$ cat config.mk
export PLATFORM = sky130hd
export DESIGN_NAME = instDecode
export DESIGN_NICKNAME = d
export VERILOG_FILES = /design/src/rtl/frontEndPkg.sv /design/src/rtl/instDecode.sv
export SDC_FILE = /design/constraint.sdc
export NUM_CORES = 1
export LEC_CHECK = 0
export BUFFER_PORTS_ARGS = -buffer_cell sky130_fd_sc_hd__buf_4
export CAP_MARGIN = 25
export CELL_PAD_IN_SITES_DETAIL_PLACEMENT = 2
export CELL_PAD_IN_SITES_GLOBAL_PLACEMENT = 2
export CORE_AREA = 3 3 328 395
export DETAILED_ROUTE_END_ITERATION = 7
export DIE_AREA = 0 0 331 398
export PLACE_DENSITY_LB_ADDON = 0.1
export SLEW_MARGIN = 20
export SYNTH_ARGS = -nofsm -noshare
export SYNTH_HDL_FRONTEND = slang
export SYNTH_SLANG_ARGS = --single-unit
$ cat constraint.sdc
create_clock -name clk -period 1.3 [get_ports clk]
set_clock_uncertainty 0.2 [all_clocks]
set_input_delay 0.065 -clock clk [delete_from_list [all_inputs] [get_ports clk]]
set_output_delay 0.065 -clock clk [all_outputs]
set_load 0.03 [all_outputs]
$ cat src/rtl/frontEndPkg.sv
// Front end shared definitions
package frontEndPkg;

  // Machine widths.
  localparam int FETCH_WIDTH    = 4;  // Raw instructions per fetch bundle.
  localparam int DECODE_WIDTH   = 8;  // Packet slots per decode group.
  localparam int DECODE_LOG     = 3;  // Slot index width.
  localparam int DISPATCH_WIDTH = 4;  // Packets leaving the buffer per dispatch.

  // Instruction buffer geometry.
  localparam int INST_QUEUE     = 32; // Buffer entries.
  localparam int INST_QUEUE_LOG = 5;  // Head and tail pointer width.
  localparam int BRANCH_COUNT   = 3;  // Enough to count four branches.

  // Field widths of the raw and decoded formats.
  localparam int PC_WIDTH      = 32;
  localparam int OPCODE_WIDTH  = 4;
  localparam int REG_WIDTH     = 5;
  localparam int RAW_IMM_WIDTH = 13;
  localparam int IMM_WIDTH     = 16;

  // Second half of a load pair reads the next word.
  localparam int PAIR_IMM_STEP = 4;

  // Fetch stall threshold, leaves room for one full decode group.
  localparam int STALL_LEVEL = INST_QUEUE - DECODE_WIDTH;

  // Opcode in raw bits 31 to 28. Unlisted codes decode as NOP.
  typedef enum logic [OPCODE_WIDTH-1:0] {
    NOP    = 4'd0,
    ALU    = 4'd1,
    LOAD   = 4'd2,
    STORE  = 4'd3,
    BRANCH = 4'd4,
    LDPAIR = 4'd5   // Cracked into two LOAD packets.
  } opType_e;

  // Raw 32-bit instruction word.
  typedef struct packed {
    logic [OPCODE_WIDTH-1:0]  opcode; // Bits 31..28.
    logic [REG_WIDTH-1:0]     dest;   // Bits 27..23.
    logic [REG_WIDTH-1:0]     srcA;   // Bits 22..18.
    logic [REG_WIDTH-1:0]     srcB;   // Bits 17..13.
    logic [RAW_IMM_WIDTH-1:0] imm;    // Bits 12..0.
  } rawInst_t;

  // One fetched instruction, 64 bits.
  typedef struct packed {
    logic [PC_WIDTH-1:0] pc;
    rawInst_t            raw;
  } fetchInst_t;

  // Decoded packet as stored in the instruction buffer.
  typedef struct packed {
    logic [PC_WIDTH-1:0]  pc;
    opType_e              op;
    logic                 isBranch;   // Set for BRANCH only.
    logic [REG_WIDTH-1:0] dest;
    logic [REG_WIDTH-1:0] srcA;
    logic [REG_WIDTH-1:0] srcB;
    logic [IMM_WIDTH-1:0] imm;        // Zero-extended raw immediate.
    logic                 splitHalf;  // High for the second half of a pair.
  } decodedPkt_t;

endpackage
$ cat src/rtl/instDecode.sv
// Instruction decode and compaction
`timescale 1ns/1ps

module instDecode (
  input  logic                                                clk,
  input  logic                                                arstN_i,
  input  logic                                                flush_i,
  input  logic                                                stallFetch_i,
  input  logic [frontEndPkg::FETCH_WIDTH-1:0]                 fetchValid_i,
  input  frontEndPkg::fetchInst_t [frontEndPkg::FETCH_WIDTH-1:0] fetchBundle_i,
  output logic                                                decodeReady_o,
  output logic [frontEndPkg::DECODE_WIDTH-1:0]                decodedVector_o,
  output frontEndPkg::decodedPkt_t [frontEndPkg::DECODE_WIDTH-1:0] decodedGroup_o
);

  logic                                              groupValid; // Register holds a group.
  logic                                              loadGroup;  // Capture a new bundle.
  logic [frontEndPkg::DECODE_WIDTH-1:0]              nextVector;
  frontEndPkg::decodedPkt_t [frontEndPkg::DECODE_WIDTH-1:0] nextGroup;

  // Decode one raw instruction into its first packet.
  function automatic frontEndPkg::decodedPkt_t decodeOne(input frontEndPkg::fetchInst_t inst);
    frontEndPkg::decodedPkt_t pkt;
    pkt.pc = inst.pc;
    case (frontEndPkg::opType_e'(inst.raw.opcode))
      frontEndPkg::ALU:    pkt.op = frontEndPkg::ALU;
      frontEndPkg::LOAD:   pkt.op = frontEndPkg::LOAD;
      frontEndPkg::STORE:  pkt.op = frontEndPkg::STORE;
      frontEndPkg::BRANCH: pkt.op = frontEndPkg::BRANCH;
      frontEndPkg::LDPAIR: pkt.op = frontEndPkg::LOAD;  // Both halves are plain loads.
      default:             pkt.op = frontEndPkg::NOP;   // Reserved codes.
    endcase
    pkt.isBranch  = (pkt.op == frontEndPkg::BRANCH);
    pkt.dest      = inst.raw.dest;
    pkt.srcA      = inst.raw.srcA;
    pkt.srcB      = inst.raw.srcB;
    pkt.imm       = {{(frontEndPkg::IMM_WIDTH - frontEndPkg::RAW_IMM_WIDTH){1'b0}},
                     inst.raw.imm};
    pkt.splitHalf = 1'b0;
    return pkt;
  endfunction

  // Expand every valid slot in order and pack the packets from slot 0.
  always_comb begin : compactGroup
    logic [frontEndPkg::DECODE_LOG:0] slotIdx;  // Running write slot, reaches 8.
    frontEndPkg::decodedPkt_t         basePkt;
    frontEndPkg::decodedPkt_t         pairPkt;
    logic                             isPair;
    slotIdx   = '0;
    nextGroup = '0;
    for (int i = 0; i < frontEndPkg::FETCH_WIDTH; i++) begin
      basePkt = decodeOne(fetchBundle_i[i]);
      isPair  = (fetchBundle_i[i].raw.opcode == frontEndPkg::LDPAIR);
      // Second half targets the next register and the next word.
      pairPkt           = basePkt;
      pairPkt.dest      = basePkt.dest + 1'b1;
      pairPkt.imm       = basePkt.imm + frontEndPkg::IMM_WIDTH'(frontEndPkg::PAIR_IMM_STEP);
      pairPkt.splitHalf = 1'b1;
      if (fetchValid_i[i]) begin
        nextGroup[slotIdx[frontEndPkg::DECODE_LOG-1:0]] = basePkt;
        slotIdx = slotIdx + 1'b1;
        if (isPair) begin
          nextGroup[slotIdx[frontEndPkg::DECODE_LOG-1:0]] = pairPkt;
          slotIdx = slotIdx + 1'b1;
        end
      end
    end
    // Valid bits form a run from bit 0.
    for (int k = 0; k < frontEndPkg::DECODE_WIDTH; k++) begin
      nextVector[k] = (k < int'(slotIdx));
    end
  end

  assign loadGroup = ~stallFetch_i & (|fetchValid_i);

  // Control half of the decode register. Flush drops the held group.
  always_ff @(posedge clk or negedge arstN_i) begin
    if (!arstN_i) begin
      groupValid      <= 1'b0;
      decodedVector_o <= '0;
    end else if (flush_i) begin
      groupValid      <= 1'b0;
      decodedVector_o <= '0;
    end else if (!stallFetch_i) begin  // Hold everything while stalled.
      groupValid      <= |fetchValid_i;
      decodedVector_o <= nextVector;
    end
  end

  // Packet payload.
  always_ff @(posedge clk) begin
    if (loadGroup) decodedGroup_o <= nextGroup;
  end

  assign decodeReady_o = groupValid & ~stallFetch_i; // Write strobe to the buffer.

endmodule

After elaboration in Yosys (flattened, before gate mapping)
Cells that the tools add are included.

word-level totals
  register bits = 561
  output and inout bits = 561

operators by class
  add/subtract/negate cells = 14
  magnitude comparators = 20
  equality and inequality tests = 25
  muxes and demuxes = 42
  bitwise logic cells = 3
  reductions and logical operators = 11

operator list
  operator                 count
  $bwmux W552              6
  $mux W552                6
  $demux W69 S3            6
  $mux W69                 7
  $mux W138                1
  $add A13 B3 Y14 const B  4
  $eq A4 B3 Y1 const B     12
  $pmux W3 S4              4
  $eq A4 B2 Y1 const B     8
  $add A4 B1 Y4 const B    6
  $lt A3 B4 Y1 const B     6
  $mux W4                  6
  $add A5 B1 Y5 const B    4
  $ge A3 B1 Y1 const B     6
  $eq A4 B1 Y1 const B     4
  $lt A3 B4 Y1 const A     4
  $mux W8                  2
  $lt A1 B4 Y1 const A     2
  $lt A2 B4 Y1 const A     2
  $reduce_or A2 Y1         4
  $logic_and A1 B1 Y1      6
  $mux W2                  2
  $reduce_or A4 Y1         1
  $and A1 B1 Y1            2
  other kinds (3)          4

Depth between registers and ports, before layout
Gate-level depths: netlist (run 1).

  word-level depth = 19
  mapped depth = 26

Worst setup path before layout (run 1)
Ideal clock, no wire load.

  kind = input -> register
  from = in fetchValid_i[2] (netlist bit)
  to = reg decodedGroup_o[0] (netlist bit) (enable)
  library setup time = 1.433 ns
  arrival time = 23.169 ns
  setup slack = -23.502 ns
  cell stages on the path = 6
  path buffers = 4
  cell sequence = clkbuf_1 > clkbuf_1 > buf_1 > clkbuf_1 > nor4_1 > nor2_1

on the way
  word-level cells in the longest chain between the ends = 2

RTL lines
  what                    RTL line          RTL
  start: declaration      instDecode.sv:9   input logic [frontEndPkg::FETCH_WIDTH-1:0] fetchValid_i,
  $reduce_or A4 Y1        instDecode.sv:74  assign loadGroup = ~stallFetch_i & (|fetchValid_i);
  $and A1 B1 Y1           instDecode.sv:74
  named net loadGroup     instDecode.sv:17  logic loadGroup;
  end signal: assignment  instDecode.sv:92  if (loadGroup) decodedGroup_o <= nextGroup;
  end: declaration        instDecode.sv:13  output frontEndPkg::decodedPkt_t [frontEndPkg::DECODE_WIDTH-1:0] decodedGroup_o

The timed path passes the listed nets, and every way through them passes these cells.
A chain may end at the register's enable or synchronous reset.

==> results of run 1 <==
==> layout make-up <==
type	instances	share of cell area
Tap cell	1667	0.03859
Timing Repair Buffer	2000	0.3364
Sequential cell	537	0.2975
Inverter	31	0.002384
Clock inverter	34	0.006435
Multi-Input combinational cell	2372	0.2847
Clock buffer	89	0.03373
Antenna cell	7	0.0003241
==> kinds of logic (layout without fill, tap and decap cells) <==
family | Yosys count | count (layout) | share of synthesized area
adders and majority gates | 17 | 17 | 0.006771
DFF | 537 | 537 | 0.5119
and+or+nand+nor | 979 | 981 | 0.1367
other | 1 | 32 | 0.0001194
xor gates and xnor gates | 72 | 72 | 0.02007
buffers and inverters | 412 | 2154 | 0.05660
AOI/OAI and AO/OA | 1231 | 1231 | 0.2503
muxes | 46 | 46 | 0.01757
==> critical path: stages <==
cell and delay (ns):
buf_6 0.09, and4bb_4 0.39, nor2_4 0.06, ha_4 0.24, and2b_2 0.23, a21oi_4 0.13
inv_2 0.07, ha_4 0.25, xnor2_2 0.13, mux2_4 0.30, clkinv_4 0.06, ha_4 0.20
a211oi_2 0.20, mux2_4 0.23, nand2_4 0.07, buf_6 0.12, nor3_4 0.30, nor2_4 0.10
o21ai_4 0.10, buf_12 0.21, clkbuf_16 0.22, o21ai_2 0.06
==> state kept, by name, indices dropped and copies added, names as in the netlist <==
name,cells
decodedGroup_o,528
decodedVector_o,8
groupValid,1
==> per-stage QoR <==
stage	cell area [sq um]	util	std cells	setup WS (ns)	power (W)
floorplan	32030	-	3319	-7.763	0.02916
global route	54050	0.4279	6737	-2.419	0.06057
CTS	53350	0.4224	6716	-2.171	0.05879
global placement	45560	0.3607	6216	-2.996	0.03727
finish	54050	0.4279	6737	-2.351	0.05886
detailed placement	45560	0.3607	6216	-3.164	0.03742
==> layer usage <==
layer	global-route usage	part of all wire
met2	0.5782	0.49
met4	0.1814	0.061
met1	0.3966	0.39
met5	0	0.000065
met3	0.04858	0.061
==> repair_timing <==
action / in CTS / in global routing
cloned: 34 / 5
gates resized for setup: 343 / 151
pin swaps: 74 / 46
buffers inserted: 86 / 18
endpoints found under the setup margin: 1583 / 1602
endpoints found under the hold margin: 877 / 13
==> cell usage in the layout (no fill, tap or decap), drive strengths merged, types with 67 or more instances in the layout <==
cell type	n
o21ai	500
dlygate4sd3	266
o31ai	96
clkbuf	95
o22ai	67
a21oi	198
edfxtp	528
nor2	167
buf	1722
nand3	72
nand2	585
a32oi	76
==> worst max path at each step <==
stage,startpoint,end,slack (ns),cells after the start
2_1_floorplan,fetchValid_i[2],decodedGroup_o[0]$_DFFE_PP_,-7.76,6
3_3_place_gp,fetchBundle_i[31],decodedGroup_o[504]$_DFFE_PP_,-3.00,20
3_5_place_dp,fetchBundle_i[31],decodedGroup_o[505]$_DFFE_PP_,-3.16,20
4_1_cts,fetchBundle_i[29],decodedGroup_o[43]$_DFFE_PP_,-2.17,22
5_1_grt,fetchBundle_i[31],decodedGroup_o[488]$_DFFE_PP_,-2.42,22
6_report,fetchBundle_i[31],decodedGroup_o[525]$_DFFE_PP_,-2.35,22
==> power groups by stage <==
stage / logic [W] / registers, W / clock network [W]
floorplan: 0.00409 / 0.0251 / 0
global placement: 0.0150 / 0.0223 / 0
detailed placement: 0.0152 / 0.0223 / 0
CTS: 0.0171 / 0.0219 / 0.0197
global route: 0.0183 / 0.0220 / 0.0203
finish: 0.0176 / 0.0219 / 0.0193
==> results.json, run 1 <==
{
  "status": "complete, but fails checks",
  "violations": "hold timing, setup timing",
  "synth-async-reset-ratio": 0.01676,
  "fillers": 13480,
  "layout-drive-gt1-share": 0.4288,
  "min_period_ns": 3.651,
  "crit_path_end_kind": "flop",
  "netlist_area_sq_um": 31410,
  "cts-root-buf": "clkbuf_16",
  "yosys-top-cells-count": "nand2_1 (583), edfxtp_1 (528), o21ai_0 (465)",
  "worstPathRequired_ns": 1.52,
  "globalRoute.totalOverflow": 0,
  "layout_setup_ws_ns": -2.351,
  "power_density_nw_per_um2": 1089,
  "internal_power_w": 0.03860,
  "syn_avg_cell_area_sq_um": 9.533,
  "setup_viol": 1589,
  "slew_headroom": 0.3522,
  "dr.pass1.iters": 5,
  "rrSetupSlack_ns": 0.13,
  "synthFlopType": "edfxtp_1",
  "max_cap_viol_count": 0,
  "gp_congestion": 0.9374,
  "yosysSeqAreaShare": 0.5119,
  "cts_tree": "built",
  "clock_path_buffers": 3,
  "start_kind": "input port",
  "yosysTopAreaCell": "edfxtp_1",
  "worst_pin_slew_ns": 0.9717,
  "p_leak_nw": 21.25,
  "clkPwrFrac": 0.328,
  "postSynthCellCount": 3295,
  "ios": 825,
  "whs_ns": -0.1854,
  "min-delay-start": "fetchBundle_i[202]",
  "ir_worst_vdd_mv": 0.9446,
  "vias": 37340,
  "ff_latch_area_sq_um": 16080,
  "cts.hold.buffers_added": 266,
  "detail-route-antenna-nets": 0,
  "wl_um": 229500,
  "cts_max_level": 3,
  "grt_pass1_wl_um": 311900,
  "syn2layout_area_growth_pct": 72.06,
  "wl_per_cell_um": 34.07,
  "synth-edff-count": 528,
  "fin_crit_sh": 2.809,
  "rsz0062_at_grt": "yes",
  "synth_area_leaders": "edfxtp_1 (50%), o21ai_0 (7.4%), nand2_1 (7.0%)",
  "viasPerCell": 5.543,
  "pwr-share-seq": 0.373,
  "reg2reg_to": "decodedVector_o[0]$_DFFE_PN0P_",
  "worstPathArrival_ns": 3.87,
  "drtIter0Drc": 3344,
  "nets": 5292,
  "yosys_register_bits": 537,
  "cts_num_sinks": 537,
  "synth_cell_types": 91,
  "r2r.worst_path.cells": 3,
  "fmax_ghz": 0.2739,
  "grt_max_degree": 70,
  "die_h_um": 398,
  "yosysWarnings": 0,
  "hold_depth": 4,
  "switching_share": 0.3443,
  "dpl.hpwl_um": 161000,
  "r2r-start": "decodedVector_o[0]$_DFFE_PN0P_",
  "gr-usage-all-layers": 0.3340,
  "yosysTopAreaCellShare": 0.5047,
  "slew_viol_final": 0,
  "path_clk_slew_ns": 0.07,
  "die_area_sq_um": 131700,
  "die_x_um": 331,
  "hp-class": "input port to flop",
  "hold_end": "decodedGroup_o[494]$_DFFE_PP_",
  "setup_tns_ns": -1357.61,
  "share_comb_of_total_power": 0.299,
  "drc_errors": 0,
  "grt_pass1_vias": 39690,
  "synth.most_common_cell": "nand2_1",
  "fp.coreArea_sq_um": 126300,
  "insertion_delay_ns": 0.67,
  "rows": 143,
  "initial_core_util": 0.2487,
  "cp_max_fo": 7,
  "cts_made_buffers": 69,
  "finalHoldViolCount": 14,
  "multi_input_area_sq_um": 15390,
  "crit_type": "input port to flop",
  "power_switching_w": 0.02026,
  "antenna_found_initial": 9,
  "port_buffers": 800
}
Power figures use the tool's default switching activity.
==> run 2: changes to the inputs <==
--- a/config.mk
+++ b/config.mk
@@ -13,6 +13,7 @@
 export DETAILED_ROUTE_END_ITERATION = 7
 export DIE_AREA = 0 0 331 398
 export PLACE_DENSITY_LB_ADDON = 0.1
+export RECOVER_POWER = 100
 export SLEW_MARGIN = 20
 export SYNTH_ARGS = -nofsm -noshare
 export SYNTH_HDL_FRONTEND = slang
==> run 2 against run 1 <==
- final area is the same
- fmax is the same
- hold slack is essentially flat
- register-to-register slack is essentially flat
- total power is essentially flat
- non-clock buffer count is the same
- first-iteration DRC count is the same
- critical path depth is the same
- the run still ends with hold timing, setup timing left
- combinational power is essentially flat
- clock-buffer cell count is the same
- setup slack is the same
- sequential share of layout area is the same
- critical endpoint unchanged
==> results.json, run 2 (synthesis gave the netlist of run 1 again) <==
{
  "status": "complete, but fails checks",
  "violations": "hold timing, setup timing",
  "cp_common_cell": "ha_4",
  "drc_errors": 0,
  "detail-route-antenna-nets": 0,
  "grt_max_degree": 70,
  "syn2layout_area_growth_pct": 72.06,
  "wl_um": 229500,
  "worstPathCellList": "buf_6 > and4bb_4 > nor2_4 > ha_4 > and2b_2 > a21oi_4 > inv_2 > ha_4 > xnor2_2 > mux2_4 > clkinv_4 > ha_4 > a211oi_2 > mux2_4 > nand2_4 > buf_6 > nor3_4 > nor2_4 > o21ai_4 > buf_12 > clkbuf_16 > o21ai_2",
  "grt_pass1_vias": 39690,
  "ir_worst_vdd_mv": 0.9446,
  "fin_crit_sh": 2.809,
  "largest-register": "decodedGroup_o",
  "fp.coreArea_sq_um": 126300,
  "fmax_ghz": 0.2739,
  "r2r-start": "decodedVector_o[0]$_DFFE_PN0P_",
  "clkPwrFrac": 0.328,
  "rows": 143,
  "cts_tree": "built",
  "internal_power_w": 0.03860,
  "initial_core_util": 0.2487,
  "layout_setup_ws_ns": -2.351,
  "slew_headroom": 0.3528,
  "pre_cts_slack_ns": -3.164,
  "die_h_um": 398,
  "reg_top3": "decodedGroup_o (528), decodedVector_o (8), groupValid (1)",
  "share_comb_of_total_power": 0.299,
  "globalRoute.totalOverflow": 0,
  "min-delay-start": "fetchBundle_i[202]",
  "port_buffers": 800,
  "pwr-share-seq": 0.373,
  "worstPathRequired_ns": 1.52,
  "insertion_delay_ns": 0.67,
  "crit_type": "input port to flop",
  "dpl.hpwl_um": 161000,
  "max_cap_viol_count": 0,
  "whs_ns": -0.1855,
  "power_switching_w": 0.02026,
  "path_clk_slew_ns": 0.07,
  "cpLargestDelayFamily": "simple AND/OR/NAND/NOR gates",
  "vias": 37340,
  "critPathMaxStageDelay_ns": 0.39,
  "final_cell_mix": "buf_4 (1518), nand2_1 (547), edfxtp_1 (528), o21ai_0 (367), dlygate4sd3_1 (266)",
  "grt_pass1_wl_um": 311900,
  "p_leak_nw": 21.25,
  "layout_commonest_cell": "buf_4",
  "rsz0062_at_grt": "yes",
  "gp_congestion": 0.9374,
  "min_period_ns": 3.651,
  "crit_buf_inv": 6,
  "cp_slowest_cell": "and4bb_4",
  "nets": 5292,
  "power_density_nw_per_um2": 1089,
  "cts.hold.buffers_added": 266,
  "finalPower_w": 0.05886,
  "start_kind": "input port",
  "layout-drive-gt1-share": 0.4288,
  "viasPerCell": 5.543,
  "cts_num_sinks": 537,
  "switching_share": 0.3443,
  "cp_max_fo": 7,
  "gr-usage-all-layers": 0.3340,
  "hp-class": "input port to flop",
  "cts-root-buf": "clkbuf_16",
  "antenna_found_initial": 9,
  "fillers": 13480,
  "crit_path_end_kind": "flop",
  "worst_pin_slew_ns": 0.9708,
  "multi_input_area_sq_um": 15390,
  "ff_latch_area_sq_um": 16080,
  "setup_tns_ns": -1357.50,
  "largest_reg_flops": 528,
  "drtIter0Drc": 3344,
  "slew_viol_final": 0,
  "cts_max_level": 3,
  "setup_viol": 1589,
  "clock_path_buffers": 3,
  "dr.pass1.iters": 5,
  "startpoint": "fetchBundle_i[31]",
  "die_x_um": 331,
  "cts_made_buffers": 69,
  "worstPathArrival_ns": 3.87,
  "ios": 825,
  "wl_per_cell_um": 34.07,
  "finalHoldViolCount": 14,
  "die_area_sq_um": 131700
}
==> run 2: path summary, 6_finish.rpt <==
kind | to | slack [ns] | cells past startpoint
worst max-delay path | decodedGroup_o[525]$_DFFE_PP_ | -2.35 | 22
min in group asynchronous | decodedVector_o[1]$_DFFE_PN0P_ | 0.22 | 3
worst min-delay path | decodedGroup_o[494]$_DFFE_PP_ | -0.19 | 4
max in group asynchronous | decodedVector_o[3]$_DFFE_PN0P_ | 0.38 | 3
worst max register to register | decodedVector_o[0]$_DFFE_PN0P_ | 0.13 | 3
worst min register to register | decodedVector_o[7]$_DFFE_PN0P_ | 0.29 | 1
==> run 2: routing by layer <==
metal	track usage	up-vias	share of wire
li1	-	15840	-
met1	0.3966	19220	0.39
met2	0.5782	1773	0.49
met3	0.04858	514	0.061
met4	0.1814	2	0.061
met5	0	-	0.000065
==> run 2: final cells by class <==
cell class / instances / share of cell area
clock inverters: 34 / 0.006435
well taps: 1667 / 0.03859
inverters: 31 / 0.002384
diodes: 7 / 0.0003241
clock buffers: 89 / 0.03373
flip-flops and latches: 537 / 0.2975
repair buffers: 2000 / 0.3364
multi-input cells: 2372 / 0.2847
==> run 2: per-stage QoR <==
stage | instance area [sq um] | utilization | cells | hold slack, ns
after floorplan | 32030 | - | 3319 | -0.4306
after global placement | 45560 | 0.3607 | 6216 | -0.3045
after detailed placement | 45560 | 0.3607 | 6216 | -0.3015
after CTS | 53350 | 0.4224 | 6716 | -0.2338
after global routing | 54050 | 0.4279 | 6737 | -0.1779
final | 54050 | 0.4279 | 6737 | -0.1855
==> run 2: power groups by stage <==
stage	logic, W	registers, W	clock network [W]
after CTS	0.0171	0.0219	0.0197
after global placement	0.0150	0.0223	0
after global routing	0.0183	0.0220	0.0203
after detailed placement	0.0152	0.0223	0
after floorplan	0.00409	0.0251	0
final	0.0176	0.0219	0.0193
==> run 2: what timing repair did <==
item,in CTS,in global routing
endpoints found under the setup margin,1583,1602
pin swaps,74,46
resized for setup,343,151
cloned,34,5
buffers inserted,86,18
hold endpoints to repair,877,13
==> run 2: tightest hold or removal path: cells and delay by family <==
kind                   cells  cell delay, ns
buffers and inverters      2            0.25
AND/OR/NAND/NOR            1            0.15
AO/OA/AOI/OAI              1            0.07
